==> src/common/bus_pkg.sv <==
package bus_pkg;

    // load/store type as the cpu encodes it
    // stores only use the four signed codes
    typedef enum logic [2:0] {
        ls_byte   = 3'b000,
        ls_half   = 3'b001,
        ls_word   = 3'b010,
        ls_double = 3'b011,
        ls_ubyte  = 3'b100,
        ls_uhalf  = 3'b101,
        ls_uword  = 3'b110
    } ls_type_e;

    // cpu request, held stable from strobe until done
    typedef struct packed {
        logic [63:0] addr;
        logic [63:0] wdata;
        ls_type_e    ls_type;
    } bus_req_t;

    // read word, filled per 32-bit word (ram) or per 16-bit half (sdram)
    typedef union packed {
        logic [1:0][31:0] words;
        logic [3:0][15:0] halves;
    } bus_data_u;

    typedef enum logic [1:0] {
        region_none,
        region_ram,
        region_sdram
    } region_e;

    // address map
    localparam logic [63:0] ram_base    = 64'h0000_0000_0000_1000;
    localparam logic [63:0] sdram_base  = 64'h0000_0000_0100_0000;
    localparam logic [63:0] sdram_limit = 64'h0000_0000_0180_0000;

    // sign or zero extension of a right-aligned load value
    function automatic logic [63:0] load_extend(logic [63:0] raw, ls_type_e t);
        case (t)
            ls_byte:  return {{56{raw[7]}}, raw[7:0]};
            ls_ubyte: return {56'b0, raw[7:0]};
            ls_half:  return {{48{raw[15]}}, raw[15:0]};
            ls_uhalf: return {48'b0, raw[15:0]};
            ls_word:  return {{32{raw[31]}}, raw[31:0]};
            ls_uword: return {32'b0, raw[31:0]};
            default:  return raw;
        endcase
    endfunction

endpackage

==> src/common/sdram_pkg.sv <==
package sdram_pkg;

    // one beat towards the sdram controller
    // addr counts halfwords from the start of the sdram window
    typedef struct packed {
        logic [21:0] addr;
        logic [1:0]  byte_en;
        logic [15:0] wrdata;
        logic        rd;
        logic        wr;
    } sdram_req_t;

    // controller answer, req_wait low marks the completing cycle
    typedef struct packed {
        logic [15:0] rddata;
        logic        req_wait;
    } sdram_rsp_t;

    // doubleword = four halfword beats
    localparam int max_beats = 4;

    // byte enables, bit 0 is the low byte lane
    localparam logic [1:0] be_low  = 2'b01;
    localparam logic [1:0] be_high = 2'b10;
    localparam logic [1:0] be_both = 2'b11;

endpackage

==> src/sdram_bridge/sdram_lane_unit.sv <==
`timescale 1ns/1ps

module sdram_lane_unit
    import bus_pkg::*;
    import sdram_pkg::*;
(
    input  logic       CLOCK_50,
    input  logic       KEY0,
    input  bus_req_t   bus_req,
    input  logic [1:0] beat,
    input  logic [1:0] sdram_go,
    input  sdram_rsp_t sdram_rsp,
    output sdram_req_t sdram_req,
    output logic       beat_done,
    output bus_data_u  sdram_data
);

    logic [63:0] offset;
    logic        rd_lvl;
    logic        wr_lvl;
    logic        byte_acc;
    ls_type_e    t;
    logic [15:0] rdh;

    assign t      = bus_req.ls_type;
    assign rdh    = sdram_rsp.rddata;
    assign offset = bus_req.addr - sdram_base;
    assign byte_acc = (t == ls_byte) || (t == ls_ubyte);

    // halfword address plus beat
    assign sdram_req.addr    = offset[22:1] + 22'(beat);
    assign sdram_req.byte_en = byte_acc ? (bus_req.addr[0] ? be_high : be_low) : be_both;
    // store byte goes on both lanes, byte_en picks one
    assign sdram_req.wrdata  = byte_acc ? {2{bus_req.wdata[7:0]}}
                                        : bus_req.wdata[{beat, 4'b0} +: 16];
    assign sdram_req.rd      = rd_lvl;
    assign sdram_req.wr      = wr_lvl;

    assign beat_done = (rd_lvl || wr_lvl) && !sdram_rsp.req_wait;

    // level held until req_wait drops, then one idle cycle between beats
    always_ff @(posedge CLOCK_50 or negedge KEY0) begin
        if (!KEY0) begin
            rd_lvl <= 1'b0;
            wr_lvl <= 1'b0;
        end else if (beat_done) begin
            rd_lvl <= 1'b0;
            wr_lvl <= 1'b0;
        end else if (!rd_lvl && !wr_lvl) begin
            rd_lvl <= sdram_go[0];
            wr_lvl <= sdram_go[1];
        end
    end

    // read halves collected per beat
    always_ff @(posedge CLOCK_50) begin
        if (beat_done && rd_lvl) begin
            case (t)
                ls_byte, ls_ubyte:
                    sdram_data <= load_extend(64'(rdh) >> {bus_req.addr[0], 3'b0}, t);
                ls_half, ls_uhalf:
                    sdram_data <= load_extend(64'(rdh), t);
                ls_word, ls_uword: begin
                    if (beat == 2'd0)
                        sdram_data.halves[0] <= rdh;
                    else
                        // upper half of the word closes it, extend now
                        sdram_data <= load_extend({32'b0, rdh, sdram_data.halves[0]}, t);
                end
                default:
                    sdram_data.halves[beat] <= rdh;
            endcase
        end
    end

    // controller may stall a beat for any number of cycles
    a_req_stable: assert property (
        @(posedge CLOCK_50) disable iff (!KEY0)
        ((rd_lvl || wr_lvl) && sdram_rsp.req_wait) |=> $stable(sdram_req));

endmodule

==> config.mk <==
export PLATFORM = sky130hd
export DESIGN_NAME = sdram_lane_unit
export DESIGN_NICKNAME = d
export VERILOG_FILES = /design/src/common/bus_pkg.sv /design/src/common/sdram_pkg.sv /design/src/sdram_bridge/sdram_lane_unit.sv
export SDC_FILE = /design/constraint.sdc
export NUM_CORES = 1
export LEC_CHECK = 0
export BUFFER_PORTS_ARGS = -buffer_cell sky130_fd_sc_hd__buf_2
export CAP_MARGIN = 20
export CORE_UTILIZATION = 38
export DETAILED_ROUTE_END_ITERATION = 10
export PLACE_DENSITY = 0.81
export SLEW_MARGIN = 40
export SYNTH_ARGS = -nofsm -noshare
export SYNTH_HDL_FRONTEND = slang
export SYNTH_SLANG_ARGS = --single-unit
export TNS_END_PERCENT = 10
==> constraint.sdc <==
create_clock -name CLOCK_50 -period 2.1 [get_ports CLOCK_50]
set_input_delay 0.42 -clock CLOCK_50 [delete_from_list [all_inputs] [get_ports CLOCK_50]]
set_output_delay 0.42 -clock CLOCK_50 [all_outputs]
set_load 0.02 [all_outputs]
After elaboration in Yosys (flattened, before gate mapping)
Index checks and enable logic that the tools add are counted.
- register bits after elaboration: 66
- latch bits: 0
- RAM bits: 0
- bits in read-only memories: 0
- input bits: 154
- output and inout port bits: 107
- logic and storage cells: 56
- memories kept: 0
- $add $sub $neg: 2
- $mul: 0
- divide/modulo/power cells: 0
- magnitude comparators: 2
- equality and inequality tests: 11
- shifts and indexed selects: 2
- multiplexer cells: 16
- bitwise operators: 0
- reduce and logical (&&, ||, !) cells: 18
- operators with widths (kind ; count):
    64-bit one-hot mux with 3 select lines ; 2
    64-bit one-hot mux with 6 select lines ; 1
    64-bit one-hot mux with 5 select lines ; 1
    64-bit bitwise mux ; 1
    64-bit by 7-bit variable part select with 16-bit output ; 1
    16-bit by 4-bit right shift with 64-bit output ; 1
    16-bit two-way mux ; 3
    48-bit two-way mux ; 1
    16-bit demux with 2-bit select ; 1
    23-bit by 1-bit subtractor with 23-bit output, second input constant ; 1
    22-bit by 2-bit adder with 22-bit output ; 1
    3-bit == test, second input constant ; 3
    3-bit inequality test, second input constant ; 3
    2-bit OR reduction ; 3
    5-bit AND reduction ; 1
    1-bit logical AND ; 4
    1-bit two-way mux ; 4
    2-bit two-way mux ; 2
    2-bit inequality test, second input constant ; 2
    4-bit inequality test, second input constant ; 1
    2-bit AND reduction ; 2
    3-bit by 1-bit == test with 1-bit output, second input constant ; 1
    3-bit by 2-bit == test with 1-bit output, second input constant ; 1
    1-bit zero test ; 3
    6 further kinds ; 7

Logic depth before layout (Yosys ltp)
- depth in word-level cells: 6
- depth in mapped cells: 6
- depth with buffers taken out: 6

Worst setup path before layout
OpenSTA, ideal clock, no wires.
- path type: input to output
- from: in bus_req[68] in the netlist's numbering
- to: out sdram_req[38] in the netlist's numbering
- arrival: 1863 ps
- required time: 1680 ps
- setup slack: -183 ps
- stages on the path: 5
- buffers on the path: 0
- cell sequence: ha_1 > fa_1 > and4_1 > and3b_2 > xor2_1
- RTL lines (element ; RTL line ; text):
    start: declaration ; sdram_lane_unit.sv:9 ; input bus_req_t bus_req,
    end: declaration ; sdram_lane_unit.sv:13 ; output sdram_req_t sdram_req,

==> impl_results.md <==
* Area Overhead vs Synth at 47.56%
* Pwr/cell area at 715.5 mW/mm2
* R2R Path Start: rd_lvl$_DFFE_PN0P_
* Most common cell after layout, fill and taps aside: buf_2
* Via count at 3644
* FF/Latch Area at 0.001972 mm2
* Die Ht at 102.9 um
* Worst-path fanout max at 5
* HPWL after DPL at 9.008 mm
* Routed WL per cell at 15.90 um
* Clock power frac at 30.1%
* Slack of the worst reg-to-reg path at 0.57 ns
* Sw frac at 29.88%
* CTS tree: yes
* Global-route wire length before repair at 16.95 mm
* Routed Antenna Nets at 0
* Chip width at 102.9 um
* Num CTS Buffers at 9
* Crit end category: primary output
* Crit path largest cell delay at 0.34 ns
* Rel. slew slack at 52.44%
* Number of detailed-route iterations in the first pass at 4
* Maximum clock path buffer count at 2
* # setup viols final at 9
* CTS HTree Levels at 3
* Final net count at 745
* Largest net degree at the start of global routing at 33
* Worst Hold Class: primary input to register
* RSZ-0062 raised after global routing: yes
* Vias in the first global route at 3439
* Number of synthesized register bits at 66
* Actual slew at the worst max-slew pin at 0.7107 ns
* Multi-input gate area at 0.001891 mm2
* Final Cycle Share at 105.0%
* Critical Path RT at 1.68 ns
* Hold path start: sdram_go[0]
* Port Buffers at 219
* Ys Warns at 0
* Hold Path Depth at 2
* Insertion delay of the later-clocked pin in the worst-skew pair at 0.34 ns
* Count of cell types in the netlist at 47
* Worst VDD drop at 0.3985 mV
* Crit path buffers/inverters at 2
* Most frequent cells in the layout: buf_2 (201), nand2_1 (108), edfxtp_1 (64)
* Routed WL at 11.55 mm
* Share of cells above drive strength 1 at 52.28%
* LEAKAGE at 2.844 nW
* First DRT Iteration DRCs at 210
* Reg2reg path depth at 2
* Reg power frac at 41.3%
* Crit path max-delay cell type: fa_2
* Setup ws final at -0.1055 ns
* Run status: finished with violations
* Critical path, cell by cell: buf_2 > ha_4 > fa_2 > and4_4 > and3b_2 > xor2_2 > buf_2
* Fillcell total at 833
* Initial antenna violation count at 0
* Initial Utilization at 39.39%
* Final hold vios at 0
* Clock sink total at 66
* Final Power at 0.004083 W
* Remaining DRCs at 0
* Vias/cell at 5.019
* Core area at 0.009819 mm2
* Final Critical Period at 2.206 ns
* MaxCap Viol Count at 0
* Hold EP: rd_lvl$_DFFE_PN0P_
* Syn avg cell area at 11.05 um2
* Clock root cell: clkbuf_8
* Internal power at 0.002863 W
* Crit start category: primary input
* Clock skew at 0.006284 ns
* Mapped Nets at 507
* Pre-CTS WS at -0.2708 ns
* Fin. max-slew vios at 0
* Failing checks: negative setup slack
* Clk slew on worst S/H paths at 0.07 ns
* Ports at 261
* Antenna diodes at 0
* P_sw at 0.001220 W
* Die area at 0.01059 mm2
* CP dominant cell by count: buf_2
* Family with the most delay on the worst path: adder cells
* Post-Synthesis Cells at 350
* Worst setup path class: primary input to primary output
* Combinational Power Share at 28.5%
* GRT overflow at 0
* FP Rows at 36
* Critical Path AT at 1.79 ns
* Sequential fraction of the synthesis area at 50.99%
* Cell area after synthesis at 0.003867 mm2
* Final Wtd Congestion at 0.8571
* Fmax at 453.4 MHz
* Global Route Usage Sum at 21.81%
==> power groups by stage <==
stage	registers (W)	logic, W	clock network [W]
after global routing	0.00171	0.00126	0.00130
after floorplan	0.00188	0.000508	0
final	0.00169	0.00117	0.00123
after detailed placement	0.00172	0.00112	0
after global placement	0.00171	0.00110	0
after CTS	0.00169	0.00115	0.00124
==> Yosys cell counts (all sizes together) <==
cell	instances	area share (%)
nand2	109	11
edfxtp	64	50
a21o	25	4.9
buf	18	3.4
nor2	13	1.8
mux4	12	7.0
xor2	11	2.5
a22o	10	2.3
nor3	9	1.6
xnor2	9	2.0
a21oi	6	0.78
inv	6	0.58
o21ai	6	0.78
and3	5	0.81
nand3	5	0.65
nand4	5	1.4
a22oi	4	0.78
mux2	4	1.2
and4	3	0.81
clkbuf	3	0.29
nand2b	3	0.49
a31oi	2	0.32
and2	2	0.32
dfrtp	2	1.3
ha	2	0.65
mux2i	2	0.52
a21boi	1	0.19
and3b	1	0.26
fa	1	0.52
nor2b	1	0.16
nor3b	1	0.19
nor4	1	0.55
o21bai	1	0.29
or2	1	0.16
or3	1	0.16
or3b	1	0.23
==> final cells by class <==
type / instances / share of cell area [%]
Sequential cell: 66 / 34.55
Multi-Input combinational cell: 257 / 33.13
Clock buffer: 9 / 2.171
Tap cell: 133 / 2.916
Timing Repair Buffer: 248 / 24.95
Clock inverter: 7 / 1.886
Inverter: 6 / 0.3947
==> per-layer routing <==
layer  global-route usage [%]  routed length, um  part of all wire, %  vias up
met3                    4.407                672                  5.8       20
met4                    8.126                283                  2.5        0
met5                        0                  0                    0        -
li1                         -                  -                    -     1729
met1                    23.49               4223                   37     1706
met2                    41.79               6365                   55      189
==> worst register-to-register path, delay by kind of cell (launching register included) <==
kind / cells / cell delay, ns
flip-flops: 1 / 0.39
AND/OR/NAND/NOR: 2 / 0.77
==> logic make-up (layout without fill, tap and decap cells) <==
| family | count (synthesis) | in the layout | share of synthesized area (%) |
|---|---|---|---|
| simple gates | 161 | 161 | 20.09 |
| flops | 66 | 66 | 50.99 |
| compound gates | 55 | 55 | 10.26 |
| buf+inv | 27 | 270 | 4.303 |
| xor+xnor | 20 | 20 | 4.529 |
| mux | 18 | 18 | 8.670 |
| fa+ha+maj | 3 | 3 | 1.165 |
==> metrics by stage <==
stage	instance area, um2	instances	hold WS (ns)	util [%]	TNS [ns]
after global placement	5213	705	0.2050	53.08	-3.954
after global routing	5707	726	0.2952	58.12	-1.843
after floorplan	3889	350	0.1244	-	-0.1325
after detailed placement	5230	705	0.2077	53.26	-2.725
after CTS	5635	725	0.2771	57.39	-0.7614
final	5707	726	0.2958	58.12	-0.4216
==> repair_timing <==
action / CTS / global route
setup buffers: 3 / 1
setup endpoints to repair: 31 / 33
gates resized for setup: 36 / 15
pin swaps: 9 / 8
endpoints found under the hold margin: 2 / 0
hold buffers: 1 / 0
==> how the worst max path moves through the flow <==
stage                           start             to  slack (ns)  depth (start not counted)
after floorplan           bus_req[68]  sdram_req[38]       -0.09                          5
after global placement    bus_req[68]  sdram_req[38]       -0.25                          7
after detailed placement  bus_req[68]  sdram_req[38]       -0.27                          7
after CTS                 bus_req[69]  sdram_req[41]       -0.12                          8
after global routing          beat[1]  sdram_req[33]       -0.16                          9
final                         beat[0]  sdram_req[38]       -0.11                          7
No activity file was read; power rests on OpenSTA's default activity.
