File: config.mk
export PLATFORM = sky130hd
export DESIGN_NAME = access_sequencer
export DESIGN_NICKNAME = d
export VERILOG_FILES = /design/src/common/bus_pkg.sv /design/src/rtl/access_sequencer.sv
export SDC_FILE = /design/constraint.sdc
export NUM_CORES = 1
export LEC_CHECK = 0
export ABC_AREA = 1
export BUFFER_PORTS_ARGS = -buffer_cell sky130_fd_sc_hd__buf_2
export CELL_PAD_IN_SITES_DETAIL_PLACEMENT = 1
export CELL_PAD_IN_SITES_GLOBAL_PLACEMENT = 2
export CORE_ASPECT_RATIO = 0.7
export CORE_MARGIN = 3
export CORE_UTILIZATION = 10
export DETAILED_ROUTE_END_ITERATION = 6
export PLACE_DENSITY_LB_ADDON = 0.1
export RECOVER_POWER = 100
export SLEW_MARGIN = 15
export SYNTH_ARGS = -nofsm -noshare
export SYNTH_HDL_FRONTEND = slang
export SYNTH_SLANG_ARGS = --single-unit
File: constraint.sdc
create_clock -name CLOCK_50 -period 1.7 [get_ports CLOCK_50]
set_input_delay 0.34 -clock CLOCK_50 [delete_from_list [all_inputs] [get_ports CLOCK_50]]
set_output_delay 0.34 -clock CLOCK_50 [all_outputs]
set_load 0.03 [all_outputs]
File: src/common/bus_pkg.sv
package bus_pkg;

    // load/store type as the cpu encodes it
    // stores only use the four signed codes
    typedef enum logic [2:0] {
        ls_byte   = 3'b000,
        ls_half   = 3'b001,
        ls_word   = 3'b010,
        ls_double = 3'b011,
        ls_ubyte  = 3'b100,
        ls_uhalf  = 3'b101,
        ls_uword  = 3'b110
    } ls_type_e;

    // cpu request, held stable from strobe until done
    typedef struct packed {
        logic [63:0] addr;
        logic [63:0] wdata;
        ls_type_e    ls_type;
    } bus_req_t;

    // read word, filled per 32-bit word (ram) or per 16-bit half (sdram)
    typedef union packed {
        logic [1:0][31:0] words;
        logic [3:0][15:0] halves;
    } bus_data_u;

    typedef enum logic [1:0] {
        region_none,
        region_ram,
        region_sdram
    } region_e;

    // address map
    localparam logic [63:0] ram_base    = 64'h0000_0000_0000_1000;
    localparam logic [63:0] sdram_base  = 64'h0000_0000_0100_0000;
    localparam logic [63:0] sdram_limit = 64'h0000_0000_0180_0000;

    // sign or zero extension of a right-aligned load value
    function automatic logic [63:0] load_extend(logic [63:0] raw, ls_type_e t);
        case (t)
            ls_byte:  return {{56{raw[7]}}, raw[7:0]};
            ls_ubyte: return {56'b0, raw[7:0]};
            ls_half:  return {{48{raw[15]}}, raw[15:0]};
            ls_uhalf: return {48'b0, raw[15:0]};
            ls_word:  return {{32{raw[31]}}, raw[31:0]};
            ls_uword: return {32'b0, raw[31:0]};
            default:  return raw;
        endcase
    endfunction

endpackage

File: src/rtl/access_sequencer.sv
`timescale 1ns/1ps

module access_sequencer
    import bus_pkg::*;
#(
    parameter int ram_words = 1024
) (
    input  logic       CLOCK_50,
    input  logic       KEY0,
    input  bus_req_t   bus_req,
    input  logic       read_en,
    input  logic       write_en,
    input  logic       last_beat,
    input  logic       beat_done,
    output region_e    region,
    output logic       beat_go,
    output logic       ram_rd,
    output logic       ram_wr,
    output logic [1:0] sdram_go,
    output logic       read_done,
    output logic       write_done
);

    typedef enum logic [1:0] {
        idle,
        ram_beat,
        sdram_beat,
        finish
    } state_e;

    localparam logic [63:0] ram_limit = ram_base + 64'(ram_words) * 64'd4;

    state_e  state;
    region_e decoded;
    logic    is_rd;
    logic    strobe;
    logic    done_now;

    assign strobe = read_en | write_en;

    // address decode, only sampled at the strobe
    always_comb begin
        if (bus_req.addr >= ram_base && bus_req.addr < ram_limit)
            decoded = region_ram;
        else if (bus_req.addr >= sdram_base && bus_req.addr < sdram_limit)
            decoded = region_sdram;
        else
            decoded = region_none;
    end

    // one memory steered per beat
    assign ram_rd      = (state == ram_beat) && is_rd;
    assign ram_wr      = (state == ram_beat) && !is_rd;
    assign sdram_go[0] = (state == sdram_beat) && is_rd;
    assign sdram_go[1] = (state == sdram_beat) && !is_rd;

    // ram beats take one cycle each, sdram beats wait for the controller
    assign beat_go = (state == ram_beat) || ((state == sdram_beat) && beat_done);

    assign done_now = (state == finish) || (beat_go && last_beat);

    always_ff @(posedge CLOCK_50 or negedge KEY0) begin
        if (!KEY0) begin
            state      <= idle;
            region     <= region_none;
            is_rd      <= 1'b0;
            read_done  <= 1'b1;
            write_done <= 1'b1;
        end else begin
            if (state == idle) begin
                if (strobe) begin
                    region     <= decoded;
                    is_rd      <= read_en;
                    // only the strobed direction goes low
                    read_done  <= !read_en;
                    write_done <= !write_en;
                    case (decoded)
                        region_ram:   state <= ram_beat;
                        region_sdram: state <= sdram_beat;
                        default:      state <= finish;
                    endcase
                end
            end else if (done_now) begin
                state <= idle;
                if (is_rd)
                    read_done <= 1'b1;
                else
                    write_done <= 1'b1;
            end
        end
    end

    // cpu contract
    a_one_strobe: assert property (
        @(posedge CLOCK_50) disable iff (!KEY0) !(read_en && write_en));

    // single access in flight
    a_no_overlap: assert property (
        @(posedge CLOCK_50) disable iff (!KEY0) (state != idle) |-> !strobe);

endmodule

=== Yosys cells after proc, flatten, opt, wreduce, memory -nomap -nowiden ===
Index checks and enable logic that the tools add are counted.

* Word-level logic and storage cells: 51
* Memories kept: 0
* Output and inout bits: 9
* Input bits: 137
* Register bits after elaboration: 7
* Latch bits: 0
* RAM bits: 0
* ROM bits: 0

* Add/sub/neg operators: 0
* Mux-type cells: 14
* Divide/modulo/power cells: 0
* $lt $le $gt $ge: 4
* Multiply operators: 0
* Shift operators: 0
* Bitwise logic cells: 1
* Reduce and logical (&&, ||, !) cells: 20
* Equality and inequality tests: 7

{| class="wikitable"
|+ Operator list
! cell !! count
|-
| $ge 64x13->1 const B || 1
|-
| $ge 64x25->1 const B || 1
|-
| $lt 64x14->1 const B || 1
|-
| $lt 64x25->1 const B || 1
|-
| $mux 2 || 5
|-
| $logic_and 1x1->1 || 8
|-
| $mux 1 || 8
|-
| $eq 2x2->1 const B || 3
|-
| $reduce_and 3->1 || 2
|-
| $eq 2x1->1 const B || 2
|-
| $pmux 2 s2 || 1
|-
| $reduce_and 2->1 || 2
|-
| $reduce_bool 2->1 || 2
|-
| $logic_not 1->1 || 3
|-
| $logic_not 2->1 || 1
|-
| $logic_or 1x1->1 || 2
|-
| $ne 2x1->1 const B || 1
|-
| $ne 2x2->1 const B || 1
|-
| $or 1x1->1 || 1
|}

=== Depth between registers and ports, before layout ===
Gate-level depths: netlist of run 1.

* Word-level depth: 8
* Depth in mapped cells: 8
* Gate-level depth less buffers: 8

=== Worst setup path after synthesis of run 1 ===
OpenSTA, ideal clock, no wires.

* Path type: flip-flop to output port
* Start point: register state[0]
* End point: output port ram_rd
* Buffers on the path: 0
* Arrival: 1066 ps
* Data required time: 1360 ps
* Slack: 294 ps
* Stages on the path, launching flop included: 5
* Cells stage by stage: dfrtp_1 -> inv_1 -> nor2_1 -> inv_1 -> nor2_1

* Cells in the longest elaborated chain, start to end: 2

{| class="wikitable"
|+ Ends and longest elaborated chain
! element !! RTL line !! text
|-
| from (decl) || access_sequencer.sv:33 || <nowiki>state_e state;</nowiki>
|-
| from (signal assigned) || access_sequencer.sv:64 || <nowiki>state <= idle;</nowiki>
|-
| from (signal assigned) || access_sequencer.sv:78 || <nowiki>region_ram: state <= ram_beat;</nowiki>
|-
| from (signal assigned) || access_sequencer.sv:79 || <nowiki>region_sdram: state <= sdram_beat;</nowiki>
|-
| $eq 2x1->1 || access_sequencer.sv:52 || <nowiki>assign ram_rd = (state == ram_beat) && is_rd;</nowiki>
|-
| $logic_and 1x1->1 || access_sequencer.sv:52 ||
|-
| to (decl) || access_sequencer.sv:17 || <nowiki>output logic ram_rd,</nowiki>
|}

No other way between the ends.

=== Final worst setup path of run 1 ===
* Start point: register state[0]
* End point: output port beat_go

* Cells in the longest elaborated chain, start to end: 3
* Elaborated cells between the ends (all ways): 4
* Those cells by class: eq/ne (2); reduce/logical (2)

{| class="wikitable"
|+ Ends and longest elaborated chain
! element !! RTL line !! text
|-
| $eq 2x2->1 || access_sequencer.sv:58 || <nowiki>assign beat_go = (state == ram_beat) || ((state == sdram_beat) && beat_done);</nowiki>
|-
| $logic_and 1x1->1 || access_sequencer.sv:58 ||
|-
| $logic_or 1x1->1 * || access_sequencer.sv:58 ||
|-
| to (decl) || access_sequencer.sv:16 || <nowiki>output logic beat_go,</nowiki>
|}

Every way passes the cells marked *; elsewhere a longest branch is shown, timed or not.

==> flow_summary.ini, run 1 <==
[floorplan]
start_util_pct = 10.8
dieArea_um2 = 7470
die_x_um = 102
rows = 23
die_y_um = 73.2
core_um2 = 5990
io_pins = 146

[grt]
grt_pass1_wl_mm = 4.12
grt_pass1_vias = 984
antenna_found_initial = 0
track_usage_pct = 6.80
grt_max_degree = 10
overflow = 0

[timing]
fin_hold_ws_ns = 0.284
period_share_pct = 92.4
relSlewSlack_pct = 69.6
setup_viol = 0
clock.fmax_mhz = 637
rsz0062_at_grt = no
fin_crit_ns = 1.57
worst_pin_slew_ns = 0.456
hold_viol_final = 0
finalSetupTns_ns = 0
final.setup.worst_slack_ns = 0.129
slew_viol_final = 0
fin_worst_skew_ns = 0.000465

[power_and_ir_drop]
report.power.total_mw = 1.29
p_leak_nw = 0.596
power_density_nw_per_um2 = 1160
vdd_drop_max_mv = 0.247

[setup_path]
critPathCaptureType = output port
crit_required_ns = 1.36
path_class = reg2out
cp_max_fo = 4
r2r_cells = 5
cp.arrival_ns = 1.23
critPathLaunchType = flip-flop

[yosys]
synth_edf_count = 0
syn_inst = 113
avgSynthCellArea_um2 = 5.71
synthFlopType = dfrtp_1
async_flop_share_pct = 100
synth_cell_types = 18
ys_warn_count = 0
syn_nets = 250
yosysSeqAreaShare_pct = 27.5
yosys_register_bits = 7
syn_area_um2 = 646

[placed_design]
portBuffers = 66
dpl.hpwl_mm = 2.37
dp.cells = 254
place_ws_ns = 0.233
placed_area_um2 = 1070
gp_congestion = 0.669

[final_layout]
num_antenna_cells = 0
syn2layout_area_growth_pct = 72.7
finalInstanceArea_um2 = 1110
stdcell_count = 260
fin_nets = 323
fin_util_pct = 18.6
drive_gt1_share_pct = 40.0

[route]
drtAntennaViolNets = 0
drt_pre_antenna_iters = 2
drcViolationCount = 0
drt_iter0_markers = 13
num_vias = 915
vias_per_cell = 3.52
routedWlPerCell_um = 9.87
wl_mm = 2.57

[worst_hold_path]
hp-class = in2reg
hold_path_depth = 2

[cts]
worst_skew_pair.late_latency_ns = 0.22
clk_pin_slew_ns = 0.04
cts_tree = built
h-tree-depth = 1
cts_made_buffers = 3
clock-sinks = 7
clock-root-buffer = clkbuf_8
clockBufferDepth = 2

[outcome]
outcome = finished clean

[job]
maxCapViolCount = 0
-- cells in the final DEF, fill, tap and decap left out, drive strengths merged --
cell type / count
buf: 58
nor2: 44
nand2: 29
inv: 17
clkbuf: 13
dfrtp: 5
nand3: 4
o21ai: 3
a22oi: 2
dfstp: 2
a21oi: 2
o21a: 1
nand3b: 1
o22ai: 1
or2: 1
nand4: 1
dlygate4sd3: 1
-- timing repair --
item	CTS	global route
setup endpoints to repair	1	1
pin swaps	0	1
setup buffers	0	1
endpoints found under the hold margin	5	0
resized for setup	1	3
cloned	0	0
hold buffers	1	0
-- power breakdown --
part	total [mW]	switching (mW)	internal, mW
registers	0.319	0.0605	0.259
logic	0.738	0.485	0.253
clock network	0.232	0.0699	0.162
-- path summary, 6_finish.rpt --
check / start / endpoint / slack (ns)
max in group asynchronous: KEY0 / write_done / 0.82
worst min-delay path: read_en / read_done / 0.28
min in group asynchronous: KEY0 / is_rd / 0.56
worst max-delay path: state[0] / beat_go / 0.13
worst max register to register: state[1] / write_done / 0.22
worst min register to register: region[1] / region[1] / 0.48
-- sequential cells by signal (all words and copies together) (netlist names) --
| signal | flops |
|---|---|
| is_rd | 1 |
| read_done | 1 |
| region | 2 |
| state | 2 |
| write_done | 1 |
-- worst max-delay path, cell delays in order, from the launching register on --
cell	delay, ns
dfrtp_1	0.37
inv_2	0.06
nor2_2	0.12
inv_1	0.09
nand2_1	0.08
o21a_1	0.11
buf_2	0.18
-- cell type report --
type                    instances  area [µm²]
fillers                       781        4870
multi-input cells              89         394
inverters                      17        63.8
clock buffers                   4        45.0
repair buffers                 68         340
flip-flops and latches          7         178
well taps                      75        93.8
-- cells by family after synthesis --
family | after synthesis | synth area share [%]
AND/OR/NAND/NOR | 80 | 49.8
buffers and inverters | 17 | 9.88
AO/OA/AOI/OAI | 9 | 12.8
flip-flops | 7 | 27.5
-- cells in the mapped netlist (2+ instances only) --
cell type	count	area, µm²
nand3_1	4	20.0
nand2_1	29	109
a22oi_2	2	25.0
o21ai_2	2	17.5
dfstp_2	2	52.6
nor2_1	43	161
inv_1	16	60.1
dfrtp_1	5	125
-- per-layer routing --
layer | routed length, µm | track usage (%)
met3 | 205 | 2.01
met2 | 1140 | 11.1
met4 | 19 | 1.31
met1 | 1200 | 8.96
met5 | 0 | 0
Note: power is estimated with default switching activity, not from simulation.
==> run 2: changes to the inputs <==
==> constraint.sdc (replaced) <==
create_clock -name CLOCK_50 -period 1.5 [get_ports CLOCK_50]
set_input_delay 0.3 -clock CLOCK_50 [delete_from_list [all_inputs] [get_ports CLOCK_50]]
set_output_delay 0.3 -clock CLOCK_50 [all_outputs]
set_load 0.03 [all_outputs]
==> flow_summary.ini, run 2 (same netlist as run 1, synthesis figures left out) <==
[timing]
final.setup.worst_slack_ns = -0.0200
fin_worst_skew_ns = 0.00242
finalSetupTns_ns = -0.0200
fin_crit_ns = 1.52
setup_viol = 1
worst_pin_slew_ns = 0.461
period_share_pct = 101
clock.fmax_mhz = 658
fin_hold_ws_ns = 0.251
rsz0062_at_grt = yes
relSlewSlack_pct = 69.2
slew_viol_final = 0
hold_viol_final = 0

[cts]
cts_made_buffers = 3
clock-root-buffer = clkbuf_8
clock-sinks = 7
clk_pin_slew_ns = 0.04
clockBufferDepth = 2
h-tree-depth = 1
worst_skew_pair.late_latency_ns = 0.22
cts_tree = built

[final_layout]
drive_gt1_share_pct = 44.0
fin_nets = 329
layout_common_cells = 56 x buf_2, 42 x nor2_1, 27 x nand2_1
num_antenna_cells = 0
reg_top3 = region: 2 flops, state: 2 flops
finalInstanceArea_um2 = 1190
syn2layout_area_growth_pct = 84.9
layout_commonest_cell = buf_2

[grt]
track_usage_pct = 6.97
overflow = 0
grt_pass1_vias = 1004
grt_pass1_wl_mm = 4.17
antenna_found_initial = 0
grt_max_degree = 10

[route]
drt_iter0_markers = 22
drcViolationCount = 0
num_vias = 952
drtAntennaViolNets = 0
drt_pre_antenna_iters = 3
routedWlPerCell_um = 9.90
wl_mm = 2.63
vias_per_cell = 3.58

[setup_path]
critPathCaptureType = output port
crit_required_ns = 1.20
cp_max_fo = 3
reg2reg_to = write_done
r2r_setup_slack_ns = 0.10
r2r_cells = 6
critPathLaunchType = flip-flop
path_class = reg2out
r2r-start = state[1]
cp.arrival_ns = 1.22

[floorplan]
rows = 23
die_y_um = 73.2
core_um2 = 5990
dieArea_um2 = 7470
start_util_pct = 10.8
io_pins = 146
die_x_um = 102

[outcome]
outcome = finished, violations left
violations = setup timing

[placed_design]
dpl.hpwl_mm = 2.37
placed_area_um2 = 1080
portBuffers = 66
gp_congestion = 0.667

[worst_hold_path]
hold_path_depth = 2
min_from = read_en
hold_end = read_done
hp-class = in2reg

[power_and_ir_drop]
vdd_drop_max_mv = 0.378
p_leak_nw = 0.635
power_density_nw_per_um2 = 1420
report.power.total_mw = 1.70

[job]
maxCapViolCount = 0
## run 2: changes by cell type in the layout (fill, tap and decap cells not counted), sizes merged
cell | previous run | this run
buf | 58 | 67
clkbuf | 13 | 10
## run 2: per-stage QoR
step,setup WS [ns],instances,util (%)
3_5_place_dp,0.0704,256,18.1
3_3_place_gp,0.0878,256,18.1
6_report,-0.0200,266,19.9
2_1_floorplan,0.134,113,-
5_1_grt,-0.102,266,19.9
4_1_cts,-0.0183,264,19.8
## run 2: layout make-up
| type | instances | area [µm²] |
|---|---|---|
| multi-input combinational | 89 | 409 |
| clock buffer | 4 | 45.0 |
| timing repair buffer | 74 | 404 |
| tap | 75 | 93.8 |
| inverter | 17 | 63.8 |
| sequential | 7 | 178 |
| fill | 784 | 4790 |
## run 2: timing repair
action / CTS / global route
pin swaps: 2 / 1
setup buffers: 3 / 2
endpoints found under the setup margin: 3 / 4
gates cloned: 0 / 0
hold buffers: 1 / 0
hold endpoints to repair: 5 / 0
resized for setup: 9 / 6
## run 2: where the power goes
part,switching [mW],leakage (nW),internal (mW)
sequential,0.0643,0.0835,0.293
clock,0.0820,0.0228,0.184
combinational,0.616,0.528,0.461
## run 2: critical path, stage by stage, from the launching register on
cell and delay (ns):
dfrtp_1 0.40, inv_2 0.11, nor2_4 0.05, buf_6 0.11, o21a_1 0.19, buf_6 0.14
## run 2: worst max path at each step
stage	slack (ns)	start	cells after the start	end
after floorplan	0.13	state[0]	4	ram_rd
after global placement	0.09	state[0]	6	beat_go
after detailed placement	0.07	state[0]	6	beat_go
after CTS	-0.02	state[0]	5	beat_go
after global routing	-0.10	state[0]	6	beat_go
final	-0.02	state[0]	5	beat_go
## run 2: per-layer routing
metal	vias up	track usage, %	share of wire, %
li1	501	-	-
met1	409	8.55	44
met2	40	12.0	47
met3	2	2.29	8.0
met4	0	1.31	0.95
met5	-	0	0
