<file path="config.mk">
export PLATFORM = sky130hd
export DESIGN_NAME = beat_counter
export DESIGN_NICKNAME = d
export VERILOG_FILES = /design/src/common/bus_pkg.sv /design/src/common/sdram_pkg.sv /design/src/rtl/beat_counter.sv
export SDC_FILE = /design/constraint.sdc
export NUM_CORES = 1
export LEC_CHECK = 0
export BUFFER_PORTS_ARGS = -buffer_cell sky130_fd_sc_hd__buf_2
export CAP_MARGIN = 20
export CORE_AREA = 5 5 42 44
export CTS_BUF_LIST = sky130_fd_sc_hd__clkbuf_8
export CTS_CLUSTER_SIZE = 16
export DETAILED_ROUTE_END_ITERATION = 10
export DIE_AREA = 0 0 47 49
export MAX_ROUTING_LAYER = met4
export SETUP_SLACK_MARGIN = 0.1
export SYNTH_ARGS = -nofsm -noshare
export SYNTH_HDL_FRONTEND = slang
export SYNTH_SLANG_ARGS = --single-unit
</file>
<file path="constraint.sdc">
create_clock -name CLOCK_50 -period 4.4 [get_ports CLOCK_50]
set_clock_uncertainty 0.2 [all_clocks]
set_input_delay 0.44 -clock CLOCK_50 [delete_from_list [all_inputs] [get_ports CLOCK_50]]
set_output_delay 0.44 -clock CLOCK_50 [all_outputs]
set_load 0.02 [all_outputs]
</file>
<file path="src/common/bus_pkg.sv">
package bus_pkg;

    // load/store type as the cpu encodes it
    // stores only use the four signed codes
    typedef enum logic [2:0] {
        ls_byte   = 3'b000,
        ls_half   = 3'b001,
        ls_word   = 3'b010,
        ls_double = 3'b011,
        ls_ubyte  = 3'b100,
        ls_uhalf  = 3'b101,
        ls_uword  = 3'b110
    } ls_type_e;

    // cpu request, held stable from strobe until done
    typedef struct packed {
        logic [63:0] addr;
        logic [63:0] wdata;
        ls_type_e    ls_type;
    } bus_req_t;

    // read word, filled per 32-bit word (ram) or per 16-bit half (sdram)
    typedef union packed {
        logic [1:0][31:0] words;
        logic [3:0][15:0] halves;
    } bus_data_u;

    typedef enum logic [1:0] {
        region_none,
        region_ram,
        region_sdram
    } region_e;

    // address map
    localparam logic [63:0] ram_base    = 64'h0000_0000_0000_1000;
    localparam logic [63:0] sdram_base  = 64'h0000_0000_0100_0000;
    localparam logic [63:0] sdram_limit = 64'h0000_0000_0180_0000;

    // sign or zero extension of a right-aligned load value
    function automatic logic [63:0] load_extend(logic [63:0] raw, ls_type_e t);
        case (t)
            ls_byte:  return {{56{raw[7]}}, raw[7:0]};
            ls_ubyte: return {56'b0, raw[7:0]};
            ls_half:  return {{48{raw[15]}}, raw[15:0]};
            ls_uhalf: return {48'b0, raw[15:0]};
            ls_word:  return {{32{raw[31]}}, raw[31:0]};
            ls_uword: return {32'b0, raw[31:0]};
            default:  return raw;
        endcase
    endfunction

endpackage

</file>
<file path="src/common/sdram_pkg.sv">
package sdram_pkg;

    // one beat towards the sdram controller
    // addr counts halfwords from the start of the sdram window
    typedef struct packed {
        logic [21:0] addr;
        logic [1:0]  byte_en;
        logic [15:0] wrdata;
        logic        rd;
        logic        wr;
    } sdram_req_t;

    // controller answer, req_wait low marks the completing cycle
    typedef struct packed {
        logic [15:0] rddata;
        logic        req_wait;
    } sdram_rsp_t;

    // doubleword = four halfword beats
    localparam int max_beats = 4;

    // byte enables, bit 0 is the low byte lane
    localparam logic [1:0] be_low  = 2'b01;
    localparam logic [1:0] be_high = 2'b10;
    localparam logic [1:0] be_both = 2'b11;

endpackage

</file>
<file path="src/rtl/beat_counter.sv">
`timescale 1ns/1ps

module beat_counter
    import bus_pkg::*;
    import sdram_pkg::*;
(
    input  logic       CLOCK_50,
    input  logic       KEY0,
    input  ls_type_e   ls_type,
    input  region_e    region,
    input  logic       beat_go,
    input  logic       start,
    output logic [1:0] beat,
    output logic       last_beat
);

    logic [1:0] last_idx;

    // index of the final beat for this type and target
    always_comb begin
        last_idx = 2'd0;
        if (region == region_ram && ls_type == ls_double)
            last_idx = 2'd1;
        else if (region == region_sdram) begin
            case (ls_type)
                ls_word, ls_uword: last_idx = 2'd1;
                ls_double:         last_idx = 2'd3;
                default:           last_idx = 2'd0;
            endcase
        end
    end

    assign last_beat = (beat == last_idx);

    always_ff @(posedge CLOCK_50 or negedge KEY0) begin
        if (!KEY0)
            beat <= 2'd0;
        else if (start)
            beat <= 2'd0;
        else if (beat_go && !last_beat)
            beat <= beat + 2'd1;
    end

    // counter must not wrap past the fourth beat
    a_no_wrap: assert property (
        @(posedge CLOCK_50) disable iff (!KEY0)
        (beat_go && beat == 2'(max_beats - 1)) |-> last_beat);

endmodule

</file>
After elaboration in Yosys (flattened, before gate mapping)
Index checks and enable logic that the tools add are counted.
{"block": "classes", "add_sub_neg": 1, "eq_ne": 6, "muxes": 5, "n_reduce_logical": 5}
{"operator": "$mux 2", "count": 4}
{"operator": "$eq 3x2->1 const B", "count": 2}
{"operator": "$pmux 2 s2", "count": 1}
{"operator": "$eq 3x3->1 const B", "count": 1}
{"operator": "$add 2x1->2 const B", "count": 1}
{"operator": "$eq 2x1->1 const B", "count": 1}
{"operator": "$eq 2x2->1", "count": 1}
{"operator": "$eq 2x2->1 const B", "count": 1}
{"operator": "$logic_and 1x1->1", "count": 2}
{"operator": "$reduce_bool 2->1", "count": 1}
{"operator": "$reduce_or 2->1", "count": 1}
{"operator": "$logic_not 1->1", "count": 1}
{"block": "word_totals", "out_inout_bits": 3, "regBits": 2, "in_bits": 9, "word_cells": 18}

Logic depth before layout (Yosys ltp)
Gate-level depths: netlist (run 1).
{"block": "depth", "depth_word": 10, "ltp_mapped": 4, "mapped_depth_nobuf": 4}

Worst setup path after synthesis (run 1)
Ideal clock, no wire load.
{"block": "synth_timing", "path_type": "input to output", "from": "input region[0]", "to": "output last_beat", "required_time_ps": 3760, "cell_stages": 4, "arrival_time_ps": 1431, "slack_ps": 2329, "path_buffers": 0, "cell_sequence": "and2b_2 > o211ai_1 > xnor2_1 > nor3_1"}
{"block": "synth_via", "elab_chain_cells": 4, "elab_cells_between_ends": 6, "cone_classes": "3 x eq/ne; 2 x mux; 1 x reduce/logical"}
{"item": "from (decl)", "line": "beat_counter.sv:10", "source": "input region_e region,"}
{"item": "$eq 2x2->1 / $eq 2x1->1 (equally long branches)", "line": "beat_counter.sv:24, beat_counter.sv:22"}
{"item": "$mux 2 / $logic_and 1x1->1 (equally long branches)", "line": "beat_counter.sv:24, beat_counter.sv:22"}
{"item": "$mux 2 *", "line": "beat_counter.sv:22", "source": "if (region == region_ram && ls_type == ls_double)"}
{"item": "$eq 2x2->1 *", "line": "beat_counter.sv:33", "source": "assign last_beat = (beat == last_idx);"}
{"item": "to (decl)", "line": "beat_counter.sv:14", "source": "output logic last_beat"}
Every way passes the cells marked *; elsewhere a longest branch is shown, timed or not.

Final worst setup path (run 1)
{"block": "layout_timing", "from": "input region[1]", "to": "output last_beat"}
The elaborated chain is that of the path after synthesis.

==> results of run 1 <==
layout by cell type (no fill, tap or decap), drive strengths merged, types with 2 or more instances in the layout:
master   n
clkbuf   3
a21oi    2
buf     11
nand2b   2
nand2    2
nor3     2
dfrtp    2
area by class of cell:
type / count / area (um^2)
Clock buffer: 3 / 41.3
Inverter: 1 / 3.75
Sequential cell: 2 / 50.0
Multi-Input combinational cell: 19 / 134
Tap cell: 16 / 20.0
Timing Repair Buffer: 12 / 65.1
Fill cell: 170 / 1090
stage by stage:
step           setup slack [ns]  hold slack (ns)  std cells  utilization
3_5_place_dp               2.30           0.0275         49        0.188
5_1_grt                    2.19            0.229         53        0.224
3_3_place_gp               2.29           0.0258         49        0.188
6_report                   2.31            0.198         53        0.224
2_1_floorplan              2.33          -0.0556         22            -
4_1_cts                    2.30            0.196         53        0.224
worst paths after layout:
check	from	end	slack, ns	cells past startpoint
setup reg to reg	beat[1]	beat[0]	2.91	3
hold reg to reg	beat[1]	beat[1]	0.43	2
max in group asynchronous	KEY0	beat[1]	3.56	2
hold / removal	start	beat[0]	0.20	2
min in group asynchronous	KEY0	beat[0]	0.35	2
setup / recovery	region[1]	last_beat	2.31	6
power groups by stage:
stage	Clock [mW]	Combinational, mW	Sequential, mW
floorplan	0	0.00789	0.0210
global placement	0	0.0162	0.0203
detailed placement	0	0.0165	0.0204
CTS	0.0751	0.0172	0.0202
global route	0.0753	0.0192	0.0203
finish	0.0721	0.0170	0.0201
per-layer routing:
| layer | routed length [um] | GRT usage | vias up |
|---|---|---|---|
| li1 | - | - | 116 |
| met1 | 225 | 0.0700 | 96 |
| met2 | 199 | 0.0679 | 13 |
| met3 | 76 | 0.0148 | 2 |
| met4 | 17 | 0.0691 | 0 |
| met5 | 0 | - | - |
worst register-to-register path, stage by stage, from the launching register on:
cell     delay (ns)
dfrtp_1        0.40
o31a_1         0.15
or4b_1         0.52
a31oi_1        0.14
repair_timing:
item,in CTS,in global routing
hold endpoints to repair,2,0
buffers inserted,0,0
hold buffers,1,0
cells by family (layout without fill, tap and decap cells):
family / Yosys count / after routing / synth area share
xor gates and xnor gates: 1 / 1 / 0.0467
AOI/OAI and AO/OA: 7 / 7 / 0.247
buffers and inverters: 1 / 16 / 0.0200
DFF: 2 / 2 / 0.267
and+or+nand+nor: 11 / 11 / 0.420
==> flow_summary.yaml, run 1 <==
sta:
  final.setup.tns_ns: 0
  slew_viol_final: 0
  fmax_mhz: 479
  fin_crit_ns: 2.09
  setup_viol: 0
  rsz0062_at_grt: "false"
  worstMarginPinSlew_ns: 0.437
  finalCritPeriodShare: 0.475
  finalHoldViolCount: 0
  relSlewSlack: 0.706
die:
  die_h_um: 49
  num_rows: 14
  core_area_um2: 1400
  initial_core_util: 0.134
  die_w_um: 47
  io_pins: 12
  die_area_um2: 2300
pwr:
  p_per_area_nw_per_um2: 348
  total_power_mw: 0.109
  power.switching_mw: 0.0238
  clockPowerShare: 0.660
  cell_internal_pwr_mw: 0.0854
  p_leak_nw: 0.141
  peakVddDrop_mv: 0.0652
  p_seq_frac: 0.184
  comb_power_share: 0.155
  swShare: 0.218
final_layout:
  reg_top3: "beat (2)"
  nets: 48
  final_area_um2: 314
  drive_gt1_frac: 0.459
  num_antenna_cells: 0
  largest_reg_flops: 2
  largest_register: "beat"
  area_growth_pct: 67.3
run:
  cap_violations: 0
place:
  dpl_cell_area_um2: 263
  hpwl_um: 423
  io_buffers: 11
  gp_congestion: 0.620
logic_synthesis:
  yosys_warnings: 0
  synth_common_cells: "a21oi_1, dfrtp_1, nand2_1, nor3_1"
  synth_edf_count: 0
  avgSynthCellArea_um2: 8.53
  synth.area.top_cells: "dfrtp_1, nand2b_4, a21oi_1, and3b_2, nor3_1"
  synthFlopType: "dfrtp_1"
  yosysTopAreaCell: "dfrtp_1"
  syn_nets: 31
  syn-cell-area_um2: 188
  synth-seq-area-share: 0.267
  synth_top_area_share: 0.267
  synth-seq-cells: 2
  synth_async_sr_flop_share: 1.00
  synthCells: 22
  synthDistinctLibCells: 18
clock_network:
  path_clk_slew_ns: 0.03
  h-tree-depth: 1
  clock_latency_ns: 0.21
  cts_root_buffer: "clkbuf_8"
  tritoncts: "done"
  post_cts_resized: 0
  clockBufferDepth: 2
  clock-sinks: 2
  cts_buffers: 3
setup_path:
  worstPathRequired_ns: 3.76
  start_kind: "input port"
  crit_chain: "buf_2 > and3b_2 > o211ai_1 > xnor2_1 > nor3_1 > buf_2"
  slowest_delay_ns: 0.28
  cpMostUsedCell: "buf_2"
  cp-end-kind: "output pin"
  slowest_stage: "o211ai_1"
  crit_arrival_ns: 1.45
  path_max_fanout: 3
  path_class: "in -> out"
  path_delay_family: "simple AND/OR/NAND/NOR gates"
  crit_buf_inv: 2
detailed_routing:
  drt-pass1-iter-count: 4
  wl_per_cell_um: 9.77
  ant_nets: 0
  drt-initial-drc-count: 3
  wl_um: 518
  vias_per_cell: 4.28
  remaining_drc_errors: 0
  vias: 227
grt:
  grt_pass1_wl_um: 903
  antenna_found_initial: 0
  gr-total-overflow: 0
  grt_max_degree: 7
  grt_pass1_vias: 225
  grtUsageTotal: 0.0584
worst_hold_path:
  hp-class: "in -> reg"
outcome:
  status: "complete, no violations"
Power figures use the tool's default switching activity.
==> run 2: changes to the inputs <==
--- a/config.mk
+++ b/config.mk
@@ -5,6 +5,7 @@
 export SDC_FILE = /design/constraint.sdc
 export NUM_CORES = 1
 export LEC_CHECK = 0
+export ABC_AREA = 1
 export BUFFER_PORTS_ARGS = -buffer_cell sky130_fd_sc_hd__buf_2
 export CAP_MARGIN = 20
 export CORE_AREA = 5 5 42 44
==> constraint.sdc (replaced) <==
create_clock -name CLOCK_50 -period 1.74 [get_ports CLOCK_50]
set_clock_uncertainty 0.2 [all_clocks]
set_input_delay 0.174 -clock CLOCK_50 [delete_from_list [all_inputs] [get_ports CLOCK_50]]
set_output_delay 0.174 -clock CLOCK_50 [all_outputs]
set_load 0.02 [all_outputs]
==> run 2 against run 1 <==
- register-to-register slack worse by 2.4 ns
- clock power rose by 150%
- global-route usage fell by 1.3 points
- non-clock buffer count is the same
- critical endpoint unchanged
- largest cell class unchanged
- largest power group unchanged
==> flow_summary.yaml, run 2 <==
logic_synthesis:
  synth-seq-cells: 2
  yosys_warnings: 0
  synth_most_common_cell: "nand2_1"
  synth.area.top_cells: "dfrtp_1, nand2_1, inv_1, nand2_2, nand4_1"
  synthFlopType: "dfrtp_1"
  synth_edf_count: 0
  yosysTopAreaCell: "dfrtp_1"
  syn-cell-area_um2: 183
  synthCells: 29
  synth_top_area_share: 0.274
  synth_common_cells: "nand2_1, inv_1, nand2_2, nand3_1, nand4_1"
  synthDistinctLibCells: 9
  syn_nets: 38
  synth-seq-area-share: 0.274
  synth_async_sr_flop_share: 1.00
  avgSynthCellArea_um2: 6.30
outcome:
  status: "complete, no violations"
setup_path:
  crit_arrival_ns: 1.15
  startpoint: "beat[0]"
  cp-end-kind: "output pin"
  path_max_fanout: 5
  worstPathRequired_ns: 1.37
  reg2regPathDepth: 7
  path_class: "reg -> out"
  r2r-start: "beat[0]"
  worstReg2RegEnd: "beat[0]"
  start_kind: "flop"
  r2r_slack_ns: 0.54
worst_hold_path:
  worstHoldEndpoint: "beat[1]"
  min_from: "beat_go"
  hp-class: "in -> reg"
  whs_path_depth: 3
detailed_routing:
  vias: 216
  wl_um: 471
  drt-initial-drc-count: 6
  ant_nets: 0
  remaining_drc_errors: 0
  vias_per_cell: 3.60
  wl_per_cell_um: 7.85
  drt-pass1-iter-count: 4
sta:
  rsz0062_at_grt: "false"
  slew_viol_final: 0
  worst_slack_ns: 0.218
  fin_crit_ns: 1.52
  worstMarginPinSlew_ns: 0.171
  finalCritPeriodShare: 0.875
  setup_viol: 0
  final.setup.tns_ns: 0
  fmax_mhz: 657
  relSlewSlack: 0.886
  finalHoldViolCount: 0
grt:
  gr-total-overflow: 0
  antenna_found_initial: 0
  grt_pass1_wl_um: 655
  grt_max_degree: 6
  grtUsageTotal: 0.0455
  grt_pass1_vias: 175
clock_network:
  tritoncts: "done"
  path_clk_slew_ns: 0.03
  clock_latency_ns: 0.21
  postCtsSetupRepairBufs: 0
  h-tree-depth: 1
  cts_root_buffer: "clkbuf_8"
  clock-sinks: 2
  post_cts_resized: 0
  cts_buffers: 3
  cts_hold_buffers: 1
  clockBufferDepth: 2
pwr:
  clockPowerShare: 0.623
  power.switching_mw: 0.0700
  swShare: 0.243
  peakVddDrop_mv: 0.418
  total_power_mw: 0.289
  p_seq_frac: 0.186
  cell_internal_pwr_mw: 0.219
  comb_power_share: 0.191
  p_per_area_nw_per_um2: 934
  p_leak_nw: 0.181
die:
  die_w_um: 47
  num_rows: 14
  initial_core_util: 0.130
  core_area_um2: 1400
  die_h_um: 49
  io_pins: 12
  die_area_um2: 2300
place:
  place_ws_ns: 0.405
  dpl_cell_area_um2: 258
  io_buffers: 11
  hpwl_um: 382
  dp.cells: 56
  gp_congestion: 0.639
run:
  cap_violations: 0
final_layout:
  reg_top3: "beat (2)"
  drive_gt1_frac: 0.409
  final_area_um2: 309
  num_antenna_cells: 0
  final_common_cell: "buf_2"
  largest_reg_flops: 2
  final_cell_count_no_fill: 60
  largest_register: "beat"
  area_growth_pct: 69.2
  layout_common_cells: "buf_2, nand2_1, inv_1"
  nets: 55
[run 2: cell count changes after synthesis, sizes merged, moves of 2 or more]
cell	delta
nand3	+3
nor3	-2
nand2b	-2
nand2	+9
a21oi	-2
xor2	+2
nand4	+3
inv	+4
nor2	+3
[run 2: power groups by stage]
stage / logic (mW) / registers, mW / clock network [mW]
after floorplan: 0.0295 / 0.0571 / 0
after global placement: 0.0536 / 0.0540 / 0
after detailed placement: 0.0541 / 0.0543 / 0
after CTS: 0.0559 / 0.0538 / 0.186
after global routing: 0.0612 / 0.0545 / 0.191
final: 0.0551 / 0.0537 / 0.180
[run 2: cell families after synthesis]
kind of cell           count (synthesis)  share of synthesized area
XOR/XNOR                               2                     0.0959
buffers and inverters                  5                      0.103
AND/OR/NAND/NOR                       20                      0.527
flip-flops                             2                      0.274
[run 2: layer usage]
layer  vias up  GRT usage  share of wire
met1        87     0.0396           0.40
met3         2     0.0111          0.096
li1        121          -              -
met2         6     0.0611           0.48
met5         -          -              0
met4         0     0.0691          0.021
[run 2: area by class of cell]
class	count	area, um^2
fillers	167	1090
multi-input cells	22	114
repair buffers	12	65.1
flip-flops and latches	2	50.0
well taps	16	20.0
inverters	5	18.8
clock buffers	3	41.3
[run 2: worst max-delay path, cell delays in order (launching register included)]
cell     delay [ns]
dfrtp_1        0.42
inv_1          0.09
nand3_1        0.09
nand2_2        0.08
nand2_2        0.07
inv_1          0.05
buf_2          0.15
[run 2: worst max-delay path by stage]
| stage | to | cells past startpoint |
|---|---|---|
| floorplan | last_beat | 5 |
| global placement | last_beat | 8 |
| detailed placement | last_beat | 8 |
| CTS | last_beat | 6 |
| global route | last_beat | 6 |
| finish | last_beat | 6 |
[run 2: metrics by stage]
stage / utilization / hold WS [ns]
global route: 0.221 / 0.0856
detailed placement: 0.184 / -0.237
global placement: 0.184 / -0.240
finish: 0.221 / 0.0662
floorplan: - / -0.322
CTS: 0.221 / 0.0636
